**src/logic/retire_pkg.sv**
```systemverilog
// Shared widths and packed records for the two-wide retirement slice.
// Used by every RTL block and by the testbench.

`default_nettype none

package retire_pkg;

    localparam int xlen = 32;
    localparam int reg_idx_len = 5;
    localparam logic [reg_idx_len-1:0] zero_reg = '0;
    // tag width bounds the buffer at 16 entries
    localparam int tag_len = 4;

    typedef struct packed {
        logic                             valid;
        logic [xlen-1:0]                  pc;
        logic [xlen-1:0]                  npc;
        logic [reg_idx_len-1:0]           dest_reg;
        logic [1:0][reg_idx_len-1:0]      src_reg;
        logic                             is_store;
        logic                             is_branch;
        logic                             take_branch;
        logic                             halt;
    } dispatch_packet;

    typedef struct packed {
        logic                valid;
        logic [tag_len-1:0]  tag;
        logic [xlen-1:0]     value;
        logic                take_branch;
        logic [xlen-1:0]     branch_target;
    } result_packet;

    typedef struct packed {
        logic                pending;
        logic [tag_len-1:0]  tag;
    } source_lookup;

    typedef struct packed {
        logic                ready;
        logic [tag_len-1:0]  tag;
        logic [xlen-1:0]     value;
    } operand_packet;

    typedef struct packed {
        logic                    valid;
        logic                    dest_valid;
        logic [reg_idx_len-1:0]  dest_reg;
        logic [xlen-1:0]         value;
        logic [xlen-1:0]         next_pc;
    } commit_packet;

    typedef struct packed {
        logic             valid;
        logic [xlen-1:0]  target;
    } redirect_packet;

    typedef struct packed {
        logic                    valid;
        logic                    ready;
        logic [xlen-1:0]         pc;
        logic [xlen-1:0]         npc;
        logic [reg_idx_len-1:0]  dest_reg;
        logic [xlen-1:0]         value;
        logic                    is_store;
        logic                    is_branch;
        logic                    take_branch;
        logic                    mis_pred;
        logic [xlen-1:0]         branch_target;
        logic                    halt;
    } rob_entry;

endpackage

`default_nettype wire
```
**src/logic/reorder_buffer.sv**
```systemverilog
// Reorder buffer for a two-wide machine.
// Dispatches two entries at the tail, marks completions by tag,
// retires up to two in order from the head and flushes on mispredict.
// Also resolves the four dispatch source operands.

`timescale 1ns/1ps
`default_nettype none

module reorder_buffer #(
    parameter int rob_size = 8
) (
    input  logic                                        clock,
    input  logic                                        reset,
    input  retire_pkg::dispatch_packet                  dispatch_0,
    input  retire_pkg::dispatch_packet                  dispatch_1,
    input  retire_pkg::result_packet                    result_0,
    input  retire_pkg::result_packet                    result_1,
    input  logic                                        store_grant,
    input  retire_pkg::redirect_packet                  early_redirect,
    input  retire_pkg::source_lookup [3:0]              lookup,
    input  logic [3:0][retire_pkg::xlen-1:0]            reg_value,
    output retire_pkg::operand_packet [3:0]             operand,
    output logic [retire_pkg::tag_len-1:0]              tail_tag_0,
    output logic [retire_pkg::tag_len-1:0]              tail_tag_1,
    output logic                                        full_0,
    output logic                                        full_1,
    output logic                                        halt,
    output logic                                        store_retire,
    output retire_pkg::commit_packet                    commit_0,
    output retire_pkg::commit_packet                    commit_1,
    output retire_pkg::redirect_packet                  squash_redirect,
    output retire_pkg::rob_entry [rob_size-1:0]         entries,
    output logic [retire_pkg::tag_len-1:0]              head,
    output logic [retire_pkg::tag_len-1:0]              head_1,
    output logic [retire_pkg::tag_len-1:0]              tail,
    output logic [retire_pkg::tag_len:0]                count
);

    localparam logic [retire_pkg::tag_len:0] full_count = (retire_pkg::tag_len + 1)'(rob_size);

    logic [retire_pkg::tag_len-1:0]           next_head;
    logic [retire_pkg::tag_len-1:0]           next_tail;
    logic [retire_pkg::tag_len:0]             next_count;
    retire_pkg::rob_entry [rob_size-1:0]      next_entries;
    retire_pkg::rob_entry                     first;
    retire_pkg::rob_entry                     second;
    retire_pkg::result_packet [1:0]           results;
    logic [3:0][retire_pkg::reg_idx_len-1:0]  src_reg;
    logic valid_0, valid_1;
    logic retire_0, retire_1;
    logic squash_0, squash_1;

    function automatic logic [retire_pkg::tag_len-1:0] step(
        input logic [retire_pkg::tag_len-1:0] t
    );
        return (t == retire_pkg::tag_len'(rob_size - 1)) ? '0 : t + 1'b1;
    endfunction

    function automatic retire_pkg::commit_packet make_commit(
        input retire_pkg::rob_entry e,
        input logic fire
    );
        retire_pkg::commit_packet c;
        c.valid      = fire;
        c.dest_valid = fire && (e.dest_reg != retire_pkg::zero_reg);
        c.dest_reg   = e.dest_reg;
        c.value      = e.value;
        c.next_pc    = e.pc + 32'd4;
        return c;
    endfunction

    function automatic retire_pkg::rob_entry new_entry(input retire_pkg::dispatch_packet d);
        retire_pkg::rob_entry e;
        e               = '0;
        e.valid         = 1'b1;
        e.pc            = d.pc;
        e.npc           = d.npc;
        e.dest_reg      = d.dest_reg;
        e.is_store      = d.is_store;
        e.is_branch     = d.is_branch;
        e.take_branch   = d.take_branch;
        e.halt          = d.halt;
        return e;
    endfunction

    assign head_1     = step(head);
    assign tail_tag_0 = tail;
    assign tail_tag_1 = step(tail);
    assign first      = entries[head];
    assign second     = entries[head_1];
    assign results    = {result_1, result_0};
    assign src_reg    = {dispatch_1.src_reg, dispatch_0.src_reg};

    assign valid_0 = dispatch_0.valid;
    assign valid_1 = dispatch_0.valid && dispatch_1.valid;

    // a completed mispredict anywhere stops dispatch until it retires
    assign full_0 = (count == full_count) || early_redirect.valid;
    assign full_1 = full_0 || (count == full_count - 1'b1);

    assign halt         = first.valid && first.ready && first.halt;
    assign store_retire = first.valid && first.ready && first.is_store;

    ////////////////////////////////////////////////////////////
    // retire and squash
    ////////////////////////////////////////////////////////////
    assign retire_0 = first.valid && first.ready && (!first.is_store || store_grant);
    assign squash_0 = retire_0 && first.mis_pred;
    assign retire_1 = retire_0 && !squash_0 && !first.halt && second.valid && second.ready
                      && !second.is_store && !second.halt;
    assign squash_1 = retire_1 && second.mis_pred;

    assign squash_redirect.valid  = squash_0 || squash_1;
    assign squash_redirect.target = squash_0 ? first.branch_target : second.branch_target;

    assign commit_0 = make_commit(first, retire_0);
    assign commit_1 = make_commit(second, retire_1);

    // operands see entry values only as of the last edge
    always_comb begin
        for (int i = 0; i < 4; i++) begin
            operand[i].tag = lookup[i].tag;
            if (src_reg[i] == retire_pkg::zero_reg) begin
                operand[i].ready = 1'b1;
                operand[i].value = '0;
            end else if (!lookup[i].pending) begin
                operand[i].ready = 1'b1;
                operand[i].value = reg_value[i];
            end else if (entries[lookup[i].tag].valid && entries[lookup[i].tag].ready) begin
                operand[i].ready = 1'b1;
                operand[i].value = entries[lookup[i].tag].value;
            end else begin
                operand[i].ready = 1'b0;
                operand[i].value = '0;
            end
        end
    end

    ////////////////////////////////////////////////////////////
    // next state
    ////////////////////////////////////////////////////////////
    always_comb begin
        next_entries = entries;
        for (int r = 0; r < 2; r++) begin
            if (results[r].valid && entries[results[r].tag].valid) begin
                next_entries[results[r].tag].ready         = 1'b1;
                next_entries[results[r].tag].value         = results[r].value;
                next_entries[results[r].tag].branch_target = results[r].branch_target;
                // wrong direction, or a branch that went somewhere unpredicted
                next_entries[results[r].tag].mis_pred =
                    (entries[results[r].tag].take_branch != results[r].take_branch) ||
                    (entries[results[r].tag].is_branch &&
                     entries[results[r].tag].npc != results[r].branch_target);
            end
        end
        if (retire_0) begin
            next_entries[head].valid = 1'b0;
            next_entries[head].ready = 1'b0;
        end
        if (retire_1) begin
            next_entries[head_1].valid = 1'b0;
            next_entries[head_1].ready = 1'b0;
        end
        if (valid_0) begin
            next_entries[tail_tag_0] = new_entry(dispatch_0);
        end
        if (valid_1) begin
            next_entries[tail_tag_1] = new_entry(dispatch_1);
        end
        next_head  = retire_1 ? step(head_1) : (retire_0 ? head_1 : head);
        next_tail  = valid_1 ? step(tail_tag_1) : (valid_0 ? tail_tag_1 : tail);
        next_count = count + {4'b0, valid_0} + {4'b0, valid_1}
                     - {4'b0, retire_0} - {4'b0, retire_1};
    end

    always_ff @(posedge clock) begin
        if (reset || squash_redirect.valid) begin
            head  <= '0;
            tail  <= '0;
            count <= '0;
            for (int i = 0; i < rob_size; i++) begin
                entries[i].valid <= 1'b0;
                entries[i].ready <= 1'b0;
            end
        end else begin
            head    <= next_head;
            tail    <= next_tail;
            count   <= next_count;
            entries <= next_entries;
        end
    end

endmodule

`default_nettype wire

```
**config.mk**
```make
export PLATFORM = sky130hd
export DESIGN_NAME = reorder_buffer
export DESIGN_NICKNAME = d
export VERILOG_FILES = /design/src/logic/retire_pkg.sv /design/src/logic/reorder_buffer.sv
export SDC_FILE = /design/constraint.sdc
export NUM_CORES = 2
export LEC_CHECK = 0
export ABC_CLOCK_PERIOD_IN_PS = 46800
export BUFFER_PORTS_ARGS = -buffer_cell sky130_fd_sc_hd__buf_4
export CORE_AREA = 2 2 755 757
export CTS_CLUSTER_DIAMETER = 40
export DETAILED_ROUTE_END_ITERATION = 7
export DIE_AREA = 0 0 757 759
export GPL_TIMING_DRIVEN = 0
export PLACE_DENSITY = 0.41
export SLEW_MARGIN = 20
export SYNTH_ARGS = -nofsm -noshare
export SYNTH_HDL_FRONTEND = slang
export SYNTH_SLANG_ARGS = --single-unit
export TNS_END_PERCENT = 50
```
**constraint.sdc**
```tcl
create_clock -name clock -period 46.8 [get_ports clock]
set_input_delay 4.68 -clock clock [delete_from_list [all_inputs] [get_ports clock]]
set_output_delay 4.68 -clock clock [all_outputs]
set_load 0.01 [all_outputs]
```
==> flow_summary.ini <==
[status]
status = finished, violations left
violations = DRC, capacitance limit, slew limit

[logic_synthesis]
synth_edf_count = 1104
synthDistinctLibCells = 82
yosysTopAreaCell = edfxtp_1
synth_area_um2 = 88430
synth.area.top_cells = edfxtp_1 (37%), mux2i_1 (16%), mux4_2 (14%)
yosysSeqAreaShare_pct = 38.15
async_flop_share_pct = 0
yosys.area.top_type_share_pct = 37.49
synth_seq_cells = 1133
yosysWarnings = 0
syn-instance-count = 8623
synthFlopType = edfxtp_1
synth_nets = 9137
synth.avg_cell_area_um2 = 10.25

[place]
gp_routability_congestion = 1.038
portBuffers = 1645
dp_hpwl_um = 859200
pre_cts_ws_ps = 32930
dpl.cell_count = 17950

[critical_path]
reg2reg_from = head[0]
cp-start-kind = register
timing.rr.end = entries[84]
crit_end = squash_redirect[11]
critPathMaxFanout = 11
crit_type = register to output pin
r2r_slack_ps = 36390
arrival_ps = 10730
crit_start = head[0]
r2r_cells = 19
critPathRequiredTime_ps = 42120
end_kind = output pin

[min_path]
min_from = entries[1118]
hold_class = register to register

[cells_and_area]
utilization_pct = 22.05
fill_cells = 61940
drive_above_1_share_pct = 32.39
fin_cells = 18680
nets = 11260
mostFrequentLayoutCell = buf_4
seqCellArea_um2 = 33730
layout_common_cells = buf_4 (1,680), mux2i_1 (1,432), nand2_1 (1,135)
area_growth_pct = 41.41
multi_input_area_um2 = 50240

[sta]
tightestPinTransition_ps = 1515
setup-violations-final = 0
slew_violations = 6
slew_headroom_pct = -3.898
setup_tns_ps = 0
hold_violations = 0
max_freq_mhz = 64.89
finalCriticalPeriod_ps = 15410
worst_slack_ps = 31390
grt_setup_unrepaired = false
fin_crit_sh_pct = 32.93
fin_skew_ps = 145.9

[floorplanning]
pin_count = 1964
dieWidth_um = 757
core_region_area_um2 = 567000
start_util_pct = 15.60
placementRows = 277
die_h_um = 759
dieArea_um2 = 574600

[routing]
route.detailed.drc = 17
dr.pass1.iters = 8
wl_per_cell_um = 57.87
drtIter0Drc = 21410
drtAntennaViolNets = 0
num_vias = 105300
via_per_inst = 5.639
wl_um = 1081000

[clock_tree]
clock_latency_ps = 1010
root_buffer = clkbuf_16
cts.sinks = 1133
clockBufferDepth = 4
htree_levels = 5
numCtsBuffers = 308
hold_buffers = 0
cts_resized = 0
path_clk_slew_ps = 40
cts_tree = done
postCtsSetupBuffers = 0

[pwr]
swShare_pct = 36.55
ir_drop_uv = 29.41
switchingPower_w = 0.001745
p_seq_share_pct = 31.7
p_total_w = 0.004773
p_leak_nw = 49.84
p_int_w = 0.003029
p_clk_share_pct = 45.6
power_frac_comb_pct = 22.7
powerDensity_nw_per_um2 = 38.17

[global_routing]
grt_usage_pct = 35.73
grt_pass1_vias = 90870
overflow = 0
grt_start_max_net_pins = 93
antenna_found_initial = 348
grt_pass1_wl_um = 1285000

[job]
maxCapViolCount = 3
==> stage by stage <==
stage | hold WS, ps | cell area [µm²]
after floorplan | 523.4 | 88430
after global placement | 560.5 | 110200
after detailed placement | 555.3 | 114300
after CTS | 563.6 | 124400
after global routing | 592.1 | 124800
final | 570.9 | 125000
==> routing by layer <==
| layer | share of wire, % | GRT usage [%] | vias to the layer above |
|---|---|---|---|
| met5 | 0.11 | 0.5422 | - |
| met4 | 11 | 30.29 | 120 |
| met3 | 13 | 15.44 | 3052 |
| met2 | 45 | 56.47 | 11570 |
| met1 | 31 | 36.32 | 53430 |
| li1 | - | - | 37140 |
==> critical path, cell delays in order, from the launching register on <==
cell	delay, ps
dfxtp_1	500
buf_6	290
inv_1	340
buf_2	470
buf_2	410
clkbuf_1	920
ha_1	280
clkbuf_1	860
clkbuf_1	940
buf_1	760
nand2_1	740
clkbuf_2	440
buf_12	240
clkbuf_1	570
a21oi_1	350
nor4_1	100
a31oi_1	1150
buf_4	310
==> layout make-up <==
class	count	share of cell area, %
multi-input cells	6372	40.17
flip-flops and latches	1133	26.98
repair buffers	1810	12.78
well taps	7533	7.537
clock buffers	359	6.427
plain buffers	1082	4.012
clock inverters	192	1.668
diodes	158	0.3162
inverters	36	0.1141
==> worst min path at each step <==
stage	cells past startpoint	slack [ps]	end
after floorplan	2	520	entries[978]
after global placement	2	560	entries[1118]
after detailed placement	2	560	entries[1118]
after CTS	2	560	entries[1118]
after global routing	2	590	entries[1118]
final	2	570	entries[1118]
==> power groups by stage <==
stage,Sequential (W),Clock [W],Combinational (W)
4_1_cts,0.00149,0.00216,0.00104
3_5_place_dp,0.00150,0,0.00104
3_3_place_gp,0.00154,0,0.00101
6_report,0.00151,0.00218,0.00108
5_1_grt,0.00149,0.00220,0.00108
2_1_floorplan,0.00139,0,0.000387
==> sequential cells by signal, indices dropped and copies added, names as in the netlist <==
signal	flops
head	4
tail	4
entries	1120
count	5
==> kinds of logic after synthesis <==
| kind of cell | share of synthesized area [%] |
|---|---|
| compound gates | 12.45 |
| xor+xnor | 1.306 |
| fa+ha+maj | 0.3283 |
| buf+inv | 5.290 |
| flops | 38.15 |
| mux | 31.72 |
| simple gates | 10.76 |
==> Yosys cell counts (15+ instances only) <==
| cell type | n |
|---|---|
| a211oi_1 | 527 |
| buf_2 | 112 |
| a221oi_1 | 24 |
| mux4_1 | 17 |
| o22ai_1 | 76 |
| nand2b_1 | 17 |
| dfxtp_1 | 29 |
| nand3_1 | 54 |
| a2111oi_0 | 16 |
| ha_1 | 20 |
| clkbuf_2 | 97 |
| a21oi_1 | 575 |
| nor4_1 | 50 |
| xnor2_1 | 91 |
| buf_4 | 30 |
| clkbuf_1 | 633 |
| a31oi_1 | 52 |
| xor2_1 | 39 |
| and3_1 | 15 |
| nand4_1 | 19 |
| mux4_2 | 558 |
| nand2_1 | 1135 |
| o21ai_0 | 465 |
| nor2b_1 | 22 |
| or4_1 | 35 |
| mux2_2 | 40 |
| nor3_1 | 25 |
| or3_1 | 15 |
| mux2i_1 | 1457 |
| buf_1 | 196 |
| nor2_1 | 896 |
| edfxtp_1 | 1104 |
| inv_1 | 32 |
Power figures use the tool's default switching activity.
